===== src/hw/csr_pkg.sv =====
package csr_pkg;

   // ----------------------------------------
   // widths
   // ----------------------------------------
   localparam int unsigned XLEN  = 32;                      // register width in bits
   localparam int unsigned CNT_W = 5;                       // enough to index all 32 bits

   // bit positions are held as counter values so they compare directly with cnt
   localparam logic [CNT_W-1:0] MSTATUS_MIE_BIT = 5'd3;     // global interrupt enable
   localparam logic [CNT_W-1:0] MSTATUS_MPP_LO  = 5'd11;    // mpp always reads as machine mode
   localparam logic [CNT_W-1:0] MSTATUS_MPP_HI  = 5'd12;
   localparam logic [CNT_W-1:0] MIE_MTIE_BIT    = 5'd7;     // timer interrupt enable
   localparam logic [CNT_W-1:0] CNT_LAST        = 5'd31;    // final bit of the serial pass

   // ----------------------------------------
   // command encodings
   // ----------------------------------------
   typedef enum logic [2:0] {
      SEL_MSTATUS  = 3'd0,
      SEL_MIE      = 3'd1,
      SEL_MCAUSE   = 3'd2,
      SEL_MSCRATCH = 3'd3,
      SEL_MEPC     = 3'd4
   } csr_sel_t;

   typedef enum logic [2:0] {
      OP_RW   = 3'd0,                                       // old value out, operand in
      OP_RS   = 3'd1,                                       // old value out, old | operand in
      OP_RC   = 3'd2,                                       // old value out, old & ~operand in
      OP_TRAP = 3'd3,
      OP_MRET = 3'd4
   } csr_op_t;

   // the trap kind is its own exception code so it can be stored in mcause as is
   typedef enum logic [3:0] {
      TRAP_JUMP   = 4'd0,
      TRAP_EBREAK = 4'd3,
      TRAP_LOAD   = 4'd4,
      TRAP_STORE  = 4'd6,
      TRAP_IRQ    = 4'd7,
      TRAP_ECALL  = 4'd11
   } trap_kind_t;

   // true for the three ops that read and rewrite a selected register
   function automatic logic is_csr_op(csr_op_t op);
      return (op == OP_RW) || (op == OP_RS) || (op == OP_RC);
   endfunction

endpackage

===== src/hw/csr_ctl_if.sv =====
`timescale 1ns/1ps

interface csr_ctl_if;

   logic                       run;            // serial pass in progress
   logic                       load;           // fsm is idle and can capture a command
   csr_pkg::csr_op_t           op;             // latched command op
   csr_pkg::csr_sel_t          sel;            // latched register select
   csr_pkg::trap_kind_t        kind;           // latched trap cause
   logic                       finish;         // one cycle after the last bit
   logic [csr_pkg::CNT_W-1:0]  cnt;            // index of the bit on the wires this cycle
   logic                       last;           // cnt is at bit 31
   logic                       csr_in;         // new value bit for the selected register
   logic                       stor;           // bit from the shift storage
   logic                       d;              // serial operand bit
   logic                       q;              // old value bit of the selected register

   modport fsm     (output run, load, op, sel, kind, finish, input last);
   modport counter (input run, output cnt, last);
   modport unit    (input run, op, sel, kind, cnt, last, d, stor, output csr_in, q);
   modport storage (input run, op, sel, csr_in, d, output stor);
   modport shifter (input run, load, finish, q, output d);

endinterface


===== src/hw/csr_top.sv =====
`timescale 1ns/1ps

module csr_top (
   input  logic                     i_clk,
   input  logic                     i_rst,
   input  logic                     i_cmd_valid,
   input  csr_pkg::csr_op_t         i_cmd_op,
   input  csr_pkg::csr_sel_t        i_cmd_sel,
   input  csr_pkg::trap_kind_t      i_cmd_kind,
   input  logic [csr_pkg::XLEN-1:0] i_cmd_wdata,
   output logic                     o_credit,
   output logic                     o_rsp_valid,
   output logic [csr_pkg::XLEN-1:0] o_rsp_rdata,
   input  logic                     i_mtip,
   output logic                     o_irq_pending
);

   csr_ctl_if ctl ();                                        // shared serial control strobes

   csr_seq_fsm u_fsm (
      .i_clk, .i_rst, .i_cmd_valid, .i_cmd_op, .i_cmd_sel, .i_cmd_kind,
      .o_credit, .o_rsp_valid, .ctl(ctl.fsm)
   );

   bit_counter u_cnt (.i_clk, .i_rst, .ctl(ctl.counter));

   csr_unit u_unit (.i_clk, .i_rst, .i_mtip, .o_irq_pending, .ctl(ctl.unit));

   csr_storage u_stor (.i_clk, .i_rst, .ctl(ctl.storage));

   operand_shifter u_shift (
      .i_clk, .i_rst, .i_cmd_valid, .i_cmd_wdata, .o_rsp_rdata, .ctl(ctl.shifter)
   );

endmodule


===== src/hw/operand_shifter.sv =====
`timescale 1ns/1ps

module operand_shifter (
   input  logic                     i_clk,
   input  logic                     i_rst,
   input  logic                     i_cmd_valid,
   input  logic [csr_pkg::XLEN-1:0] i_cmd_wdata,
   output logic [csr_pkg::XLEN-1:0] o_rsp_rdata,
   csr_ctl_if.shifter               ctl
);

   logic [csr_pkg::XLEN-1:0] wd_q;                           // operand, drained lsb first
   logic [csr_pkg::XLEN-1:0] rx_q;                           // old value, filled from the top

   // ----------------------------------------
   // operand out
   // ----------------------------------------
   assign ctl.d = wd_q[0];

   always_ff @(posedge i_clk) begin
      if (i_cmd_valid & ctl.load) begin
         wd_q <= i_cmd_wdata;                                // same edge as the fsm capture
      end else if (ctl.run) begin
         wd_q <= {1'b0, wd_q[csr_pkg::XLEN-1:1]};
      end
   end

   // ----------------------------------------
   // old value in
   // ----------------------------------------
   // after 32 shifts bit 0 of the read value has reached rx_q[0]
   always_ff @(posedge i_clk) begin
      if (ctl.run) begin
         rx_q <= {ctl.q, rx_q[csr_pkg::XLEN-1:1]};
      end
   end

   always_ff @(posedge i_clk) begin
      if (i_rst) begin
         o_rsp_rdata <= '0;
      end else if (ctl.finish) begin
         o_rsp_rdata <= rx_q;                                // stable while o_rsp_valid is high
      end
   end

endmodule


===== src/hw/csr_storage.sv =====
`timescale 1ns/1ps

module csr_storage (
   input  logic       i_clk,
   input  logic       i_rst,
   csr_ctl_if.storage ctl
);

   logic [csr_pkg::XLEN-1:0] mscratch_q;
   logic [csr_pkg::XLEN-1:0] mepc_q;
   logic                     csr_op;
   logic                     trap_op;
   logic                     mret_op;
   logic                     wr_scratch;
   logic                     wr_mepc;
   logic                     scratch_in;
   logic                     mepc_in;

   // ----------------------------------------
   // ring control
   // ----------------------------------------
   assign csr_op     = csr_pkg::is_csr_op(ctl.op);
   assign trap_op    = (ctl.op == csr_pkg::OP_TRAP);
   assign mret_op    = (ctl.op == csr_pkg::OP_MRET);
   assign wr_scratch = csr_op & (ctl.sel == csr_pkg::SEL_MSCRATCH);
   assign wr_mepc    = csr_op & (ctl.sel == csr_pkg::SEL_MEPC);

   // an untouched ring feeds its own lsb back to the top
   assign scratch_in = wr_scratch ? ctl.csr_in : mscratch_q[0];
   assign mepc_in    = wr_mepc ? ctl.csr_in :
                       trap_op ? ctl.d :                     // trap stores the operand pc
                       mepc_q[0];

   // mepc also answers trap and mret so the response carries the saved pc
   assign ctl.stor = (wr_scratch & mscratch_q[0]) |
                     ((wr_mepc | trap_op | mret_op) & mepc_q[0]);

   always_ff @(posedge i_clk) begin
      if (i_rst) begin
         mscratch_q <= '0;
         mepc_q     <= '0;
      end else if (ctl.run) begin
         mscratch_q <= {scratch_in, mscratch_q[csr_pkg::XLEN-1:1]};   // full turn in 32 cycles
         mepc_q     <= {mepc_in, mepc_q[csr_pkg::XLEN-1:1]};
      end
   end

endmodule


===== src/hw/csr_unit.sv =====
`timescale 1ns/1ps

module csr_unit (
   input  logic    i_clk,
   input  logic    i_rst,
   input  logic    i_mtip,
   output logic    o_irq_pending,
   csr_ctl_if.unit ctl
);

   logic       mstatus_mie;
   logic       mstatus_mpie;
   logic       mie_mtie;
   logic [3:0] mcause3_0;                                    // exception code, rotates on access
   logic       mcause31;                                     // interrupt flag
   logic       csr_op;
   logic       trap_end;
   logic       mret_end;
   logic       cnt0to3;
   logic       sel_mstatus;
   logic       sel_mie;
   logic       sel_mcause;
   logic       rd_mstatus;
   logic       rd_mie;
   logic       rd_mcause;

   // ----------------------------------------
   // command decode
   // ----------------------------------------
   assign csr_op      = csr_pkg::is_csr_op(ctl.op) & ctl.run;
   assign trap_end    = ctl.run & ctl.last & (ctl.op == csr_pkg::OP_TRAP);
   assign mret_end    = ctl.run & ctl.last & (ctl.op == csr_pkg::OP_MRET);
   assign cnt0to3     = (ctl.cnt[csr_pkg::CNT_W-1:2] == '0);
   assign sel_mstatus = csr_op & (ctl.sel == csr_pkg::SEL_MSTATUS);
   assign sel_mie     = csr_op & (ctl.sel == csr_pkg::SEL_MIE);
   assign sel_mcause  = csr_op & (ctl.sel == csr_pkg::SEL_MCAUSE);

   // ----------------------------------------
   // read bit
   // ----------------------------------------
   // mpp bits are constant ones, mie is the only live bit of mstatus
   assign rd_mstatus = sel_mstatus & ((mstatus_mie & (ctl.cnt == csr_pkg::MSTATUS_MIE_BIT)) |
                                      (ctl.cnt == csr_pkg::MSTATUS_MPP_LO) |
                                      (ctl.cnt == csr_pkg::MSTATUS_MPP_HI));
   assign rd_mie     = sel_mie & (ctl.cnt == csr_pkg::MIE_MTIE_BIT) & mie_mtie;
   assign rd_mcause  = sel_mcause & ((cnt0to3 & mcause3_0[0]) | (ctl.last & mcause31));

   // storage only drives its bit when one of its rings is addressed
   assign ctl.q = rd_mstatus | rd_mie | rd_mcause | ctl.stor;

   // new bit of the selected register, trap and mret leave it as read
   assign ctl.csr_in = (ctl.op == csr_pkg::OP_RW) ? ctl.d :
                       (ctl.op == csr_pkg::OP_RS) ? (ctl.q | ctl.d) :
                       (ctl.op == csr_pkg::OP_RC) ? (ctl.q & ~ctl.d) :
                       ctl.q;

   always_ff @(posedge i_clk) begin
      if (i_rst) begin
         mstatus_mie  <= 1'b0;
         mstatus_mpie <= 1'b0;
         mie_mtie     <= 1'b0;
         mcause3_0    <= 4'b0000;
         mcause31     <= 1'b0;
      end else begin
         if (sel_mie & (ctl.cnt == csr_pkg::MIE_MTIE_BIT))
            mie_mtie <= ctl.csr_in;                          // written as bit 7 passes

         // trap, mret and a csr write of bit 3 never overlap
         if (trap_end)
            mstatus_mie <= 1'b0;
         else if (mret_end)
            mstatus_mie <= mstatus_mpie;
         else if (sel_mstatus & (ctl.cnt == csr_pkg::MSTATUS_MIE_BIT))
            mstatus_mie <= ctl.csr_in;

         if (trap_end)
            mstatus_mpie <= mstatus_mie;                     // not reachable from software

         // a trap overwrites the whole cause field on its last bit
         if (trap_end) begin
            mcause3_0 <= ctl.kind;
            mcause31  <= (ctl.kind == csr_pkg::TRAP_IRQ);
         end else begin
            if (sel_mcause & cnt0to3)
               mcause3_0 <= {ctl.csr_in, mcause3_0[3:1]};   // four shifts restore the order
            if (sel_mcause & ctl.last)
               mcause31 <= ctl.csr_in;
         end
      end
   end

   // timer is the only interrupt source
   assign o_irq_pending = i_mtip & mstatus_mie & mie_mtie;

endmodule


===== src/hw/csr_seq_fsm.sv =====
`timescale 1ns/1ps

module csr_seq_fsm (
   input  logic                i_clk,
   input  logic                i_rst,
   input  logic                i_cmd_valid,
   input  csr_pkg::csr_op_t    i_cmd_op,
   input  csr_pkg::csr_sel_t   i_cmd_sel,
   input  csr_pkg::trap_kind_t i_cmd_kind,
   output logic                o_credit,
   output logic                o_rsp_valid,
   csr_ctl_if.fsm              ctl
);

   typedef enum logic [1:0] {
      S_IDLE = 2'd0,                                         // waiting for a command
      S_RUN  = 2'd1,                                         // 32 serial cycles
      S_DONE = 2'd2                                          // result word is complete
   } state_t;

   state_t state_q;
   state_t state_nxt;
   logic   accept;
   logic   rsp_q;

   // ----------------------------------------
   // decode of the current state
   // ----------------------------------------
   assign ctl.load   = (state_q == S_IDLE);                  // only idle can take a command
   assign ctl.run    = (state_q == S_RUN);
   assign ctl.finish = (state_q == S_DONE);                  // shifter copies the result here
   assign accept     = i_cmd_valid & ctl.load;               // a credit is always honoured

   always_comb begin
      state_nxt = state_q;
      case (state_q)
         S_IDLE:  if (accept) state_nxt = S_RUN;
         S_RUN:   if (ctl.last) state_nxt = S_DONE;          // bit 31 goes out this cycle
         S_DONE:  state_nxt = S_IDLE;
         default: state_nxt = S_IDLE;
      endcase
   end

   always_ff @(posedge i_clk) begin
      if (i_rst) begin
         state_q  <= S_IDLE;
         rsp_q    <= 1'b0;
         ctl.op   <= csr_pkg::OP_RW;
         ctl.sel  <= csr_pkg::SEL_MSTATUS;
         ctl.kind <= csr_pkg::TRAP_JUMP;
      end else begin
         state_q <= state_nxt;
         rsp_q   <= ctl.finish;                              // response follows the done cycle
         if (accept) begin
            ctl.op   <= i_cmd_op;                            // held for the whole pass
            ctl.sel  <= i_cmd_sel;
            ctl.kind <= i_cmd_kind;
         end
      end
   end

   // the credit comes back with the response, depth is one
   assign o_rsp_valid = rsp_q;
   assign o_credit    = rsp_q;

endmodule


===== src/hw/bit_counter.sv =====
`timescale 1ns/1ps

module bit_counter (
   input  logic         i_clk,
   input  logic         i_rst,
   csr_ctl_if.counter   ctl
);

   logic [csr_pkg::CNT_W-1:0] cnt_nxt;

   // ----------------------------------------
   // bit index of the serial pass
   // ----------------------------------------
   // wraps from 31 to 0 on its own, the fsm drops run at the same edge
   assign cnt_nxt = ctl.cnt + {{(csr_pkg::CNT_W-1){1'b0}}, 1'b1};

   always_ff @(posedge i_clk) begin
      if (i_rst) begin
         ctl.cnt <= '0;                                      // first pass starts at bit 0
      end else if (ctl.run) begin
         ctl.cnt <= cnt_nxt;                                 // one bit per clock, lsb first
      end else begin
         ctl.cnt <= '0;                                      // idle keeps it parked at zero
      end
   end

   // cnt is zero outside run, so last can only fire inside a pass
   assign ctl.last = (ctl.cnt == csr_pkg::CNT_LAST);

endmodule


===== config.mk =====
export PLATFORM = sky130hd
export DESIGN_NAME = csr_top
export DESIGN_NICKNAME = d
export VERILOG_FILES = /design/src/hw/csr_pkg.sv /design/src/hw/csr_ctl_if.sv /design/src/hw/csr_top.sv /design/src/hw/operand_shifter.sv /design/src/hw/csr_storage.sv /design/src/hw/csr_unit.sv /design/src/hw/csr_seq_fsm.sv /design/src/hw/bit_counter.sv
export SDC_FILE = /design/constraint.sdc
export NUM_CORES = 1
export LEC_CHECK = 0
export ABC_AREA = 1
export BUFFER_PORTS_ARGS = -buffer_cell sky130_fd_sc_hd__buf_4
export CORE_AREA = 2 2 123 125
export DETAILED_ROUTE_END_ITERATION = 8
export DIE_AREA = 0 0 125 127
export GPL_TIMING_DRIVEN = 0
export PLACE_DENSITY_LB_ADDON = 0.3
export SLEW_MARGIN = 10
export SYNTH_ARGS = -nofsm -noshare
export SYNTH_HDL_FRONTEND = slang
export SYNTH_HIERARCHICAL = 1
export SYNTH_SLANG_ARGS = --single-unit

===== constraint.sdc =====
create_clock -name i_clk -period 2.5 [get_ports i_clk]
set_input_delay 0.25 -clock i_clk [delete_from_list [all_inputs] [get_ports i_clk]]
set_output_delay 0.25 -clock i_clk [all_outputs]
set_load 0.01 [all_outputs]

==> flow_summary.toml <==
[clocking]
cts.sinks = 186
clk_latency_ns = 0.43
htree_levels = 4
clock_path_buffers = 2
root_buffer = "clkbuf_16"
cts_tree = "yes"
path_clk_slew_ns = 0.06
numCtsBuffers = 17

[timing]
final.setup_skew_ns = 0.006437
rsz0062_at_grt = "no"
worst_slew_pin_slew_ns = 0.8170
period_needed_ns = 2.102
min_period_over_period = 0.8410
hold_violations = 0
maxSlewViolCount = 0
setup_viol_count_final = 0
fmax_mhz = 475.6
slew_headroom = 0.4524
tns_ns = 0

[cells_and_area]
syn2layout_area_growth_pct = 19.65
antennaDiodeCount = 0
multiInputGateArea_um2 = 2537
postLayoutCellArea_um2 = 8937
finalNonFillerCells = 1185
drive_above_1_share = 0.1838
n_fill_cell = 1274
seq_area_um2 = 4364
final_nets = 1037

[synth]
avgSynthCellArea_um2 = 8.431
synth_top_cell_area_share = 0.3270
synth-seq-cells = 186
yosys.area.top_type = "dfxtp_1"
yosysWarnings = 6
synthArstFlopShare = 0
ys.flop_type = "dfxtp_1"
syn-cell-area_um2 = 7470
ys_seq_area_frac = 0.5843
synthTopCellsByArea = "dfxtp_1 (33%), edfxtp_1 (26%), nor2_1 (11%)"
synth-edff-count = 64
ys_top_cells_by_count = "nor2_1 (218), nand2_1 (181), dfxtp_1 (122), inv_1 (70), edfxtp_1 (64)"
synth_nets = 934
yosysMostFrequentCell = "nor2_1"
postSynthCellCount = 886
synth_cell_types = 35

[floorplanning]
core_um2 = 14420
die-height_um = 127
die_x_um = 125
die_area_um2 = 15880
fp-row-count = 44
start_util = 0.5179
pin_count = 81

[run]
cap_violations = 0

[global_route]
use_met3 = 0.03769
grt_busiest_layer = "met2"
grt_util_met1 = 0.2519
grt_use_total = 0.1868
antenna_found_initial = 0
use_met2 = 0.2967
grt_pass1_vias = 5329
grt_overflow = 0
grt_pass1_wl_mm = 24.28
grt_max_degree = 33

[setup_path]
crit_family = "simple AND/OR/NAND/NOR gates"
cpPeakStageDelay_ns = 0.56
cp-start-kind = "flop"
crit_buf_inv = 2
path_max_fanout = 32
crit_type = "reg2reg"
arrival_ns = 2.16
path_cells = "nor2_4 -> buf_6 -> nand2_1 -> buf_2 -> nand2_2"
cp.required_ns = 2.56
cp-end-kind = "flop"
slowest_stage = "nand2_2"

[power]
leakage_nw = 4.109
irDropWorstVdd_uv = 471.8
powerDensity_nw_per_um2 = 759.7

[drt]
dr.first_iter.drc_count = 378
dr.pass1.iters = 5
wire_per_inst_um = 12.02
drc_errors = 0
ant_nets = 0
routed_wl_mm = 14.24
via_per_inst = 4.868
num_vias = 5769

[min_path]
worst_hold_path_type = "in2reg"

[placement]
placed_area_um2 = 8304
dp_hpwl_mm = 9.510
dp_cells = 1150
port_buffers = 80
globalplace.congestion = 0.8223

[run_status]
status = "completed"
==> where the power goes <==
group / leakage [nW] / switching [W] / total [W] / internal (W)
Clock: 0.301 / 0.00111 / 0.00272 / 0.00162
Sequential: 1.62 / 0.000109 / 0.00348 / 0.00337
Combinational: 2.19 / 0.000356 / 0.000588 / 0.000232
==> stage by stage <==
step                      hold slack, ns  power, W  utilization  setup WS (ns)
after global placement            0.4317  0.004102       0.5757        -0.3378
after floorplan                   0.3124  0.003931            -         0.2320
after CTS                        0.09040  0.006838       0.6182        0.07751
after global routing              0.1020  0.007069       0.6196         0.2002
final                             0.1075  0.006789       0.6196         0.3975
after detailed placement          0.4346  0.004123       0.5757        -0.3876
==> path summary, 6_finish.rpt <==
kind	depth (start not counted)	startpoint	slack, ns	end
setup / recovery	5	u_fsm/state_q[0]$_SDFFE_PP0P_	0.40	u_shift/wd_q[12]$_DFFE_PP_
hold / removal	3	i_cmd_wdata[22]	0.11	u_shift/wd_q[22]$_DFFE_PP_
setup reg to reg	5	u_fsm/state_q[0]$_SDFFE_PP0P_	0.40	u_shift/wd_q[12]$_DFFE_PP_
hold reg to reg	0	u_shift/rx_q[1]$_DFFE_PP_	0.44	u_shift/rx_q[0]$_DFFE_PP_
==> cell type report <==
type,instances,share of cell area
repair inverters,2,0.001120
clock buffers,22,0.05558
multi-input cells,582,0.2839
well taps,184,0.02576
clock inverters,9,0.01218
plain buffers,43,0.03206
repair buffers,82,0.06888
inverters,75,0.03220
flip-flops and latches,186,0.4883
==> what timing repair did <==
action,CTS,global route
resized for setup,1,0
setup endpoints to repair,36,2
hold buffers,0,0
cloned,1,1
setup buffers,0,2
==> worst min-delay path, stage by stage <==
cell and delay (ns):
buf_4 0.07, nand3_1 0.05, nand2_1 0.06
==> flip-flops by register name, indices dropped and copies added, names as in the netlist <==
| signal | flops |
|---|---|
| u_shift/o_rsp_rdata | 32 |
| u_shift/rx_q | 32 |
| u_shift/wd_q | 32 |
| u_stor/mepc_q | 32 |
| u_stor/mscratch_q | 32 |
| u_cnt/ctl.cnt | 5 |
| u_fsm/ctl.kind | 4 |
| u_unit/mcause3_0 | 4 |
| u_fsm/ctl.op | 3 |
| u_fsm/ctl.sel | 3 |
| u_fsm/state_q | 2 |
| u_fsm/o_credit | 1 |
| u_unit/mcause31 | 1 |
| u_unit/mie_mtie | 1 |
| u_unit/mstatus_mie | 1 |
| u_unit/mstatus_mpie | 1 |
==> cells by family after synthesis <==
group | share of synthesized area
flops | 0.5843
buf+inv | 0.07638
fa+ha+maj | 0.003350
simple gates | 0.2685
compound gates | 0.06751
==> cells in the final DEF (no fill, tap or decap), types with 3 or more instances in the layout <==
cell type and instances:
a31oi_1 3, nor2_2 3, edfxtp_1 64, nand3_1 56, o21ai_1 21, inv_1 69, a21oi_2 5, clkbuf_1 4
a21oi_1 16, clkbuf_16 19, dfxtp_1 122, o21ai_0 48, nand4_1 4, inv_4 3, nand2_2 9, nor2_1 218
buf_2 25, nor3_1 4, nand2_1 180, buf_4 89, inv_2 3, buf_6 9
==> routing by layer <==
layer  wire [um]  share of wire  vias up
li1            -              -     3031
met3         670          0.047       17
met4         186          0.013        0
met5           0              0        -
met1        6916           0.49     2576
met2        6470           0.45      145
Note: power is estimated with default switching activity, not from simulation.
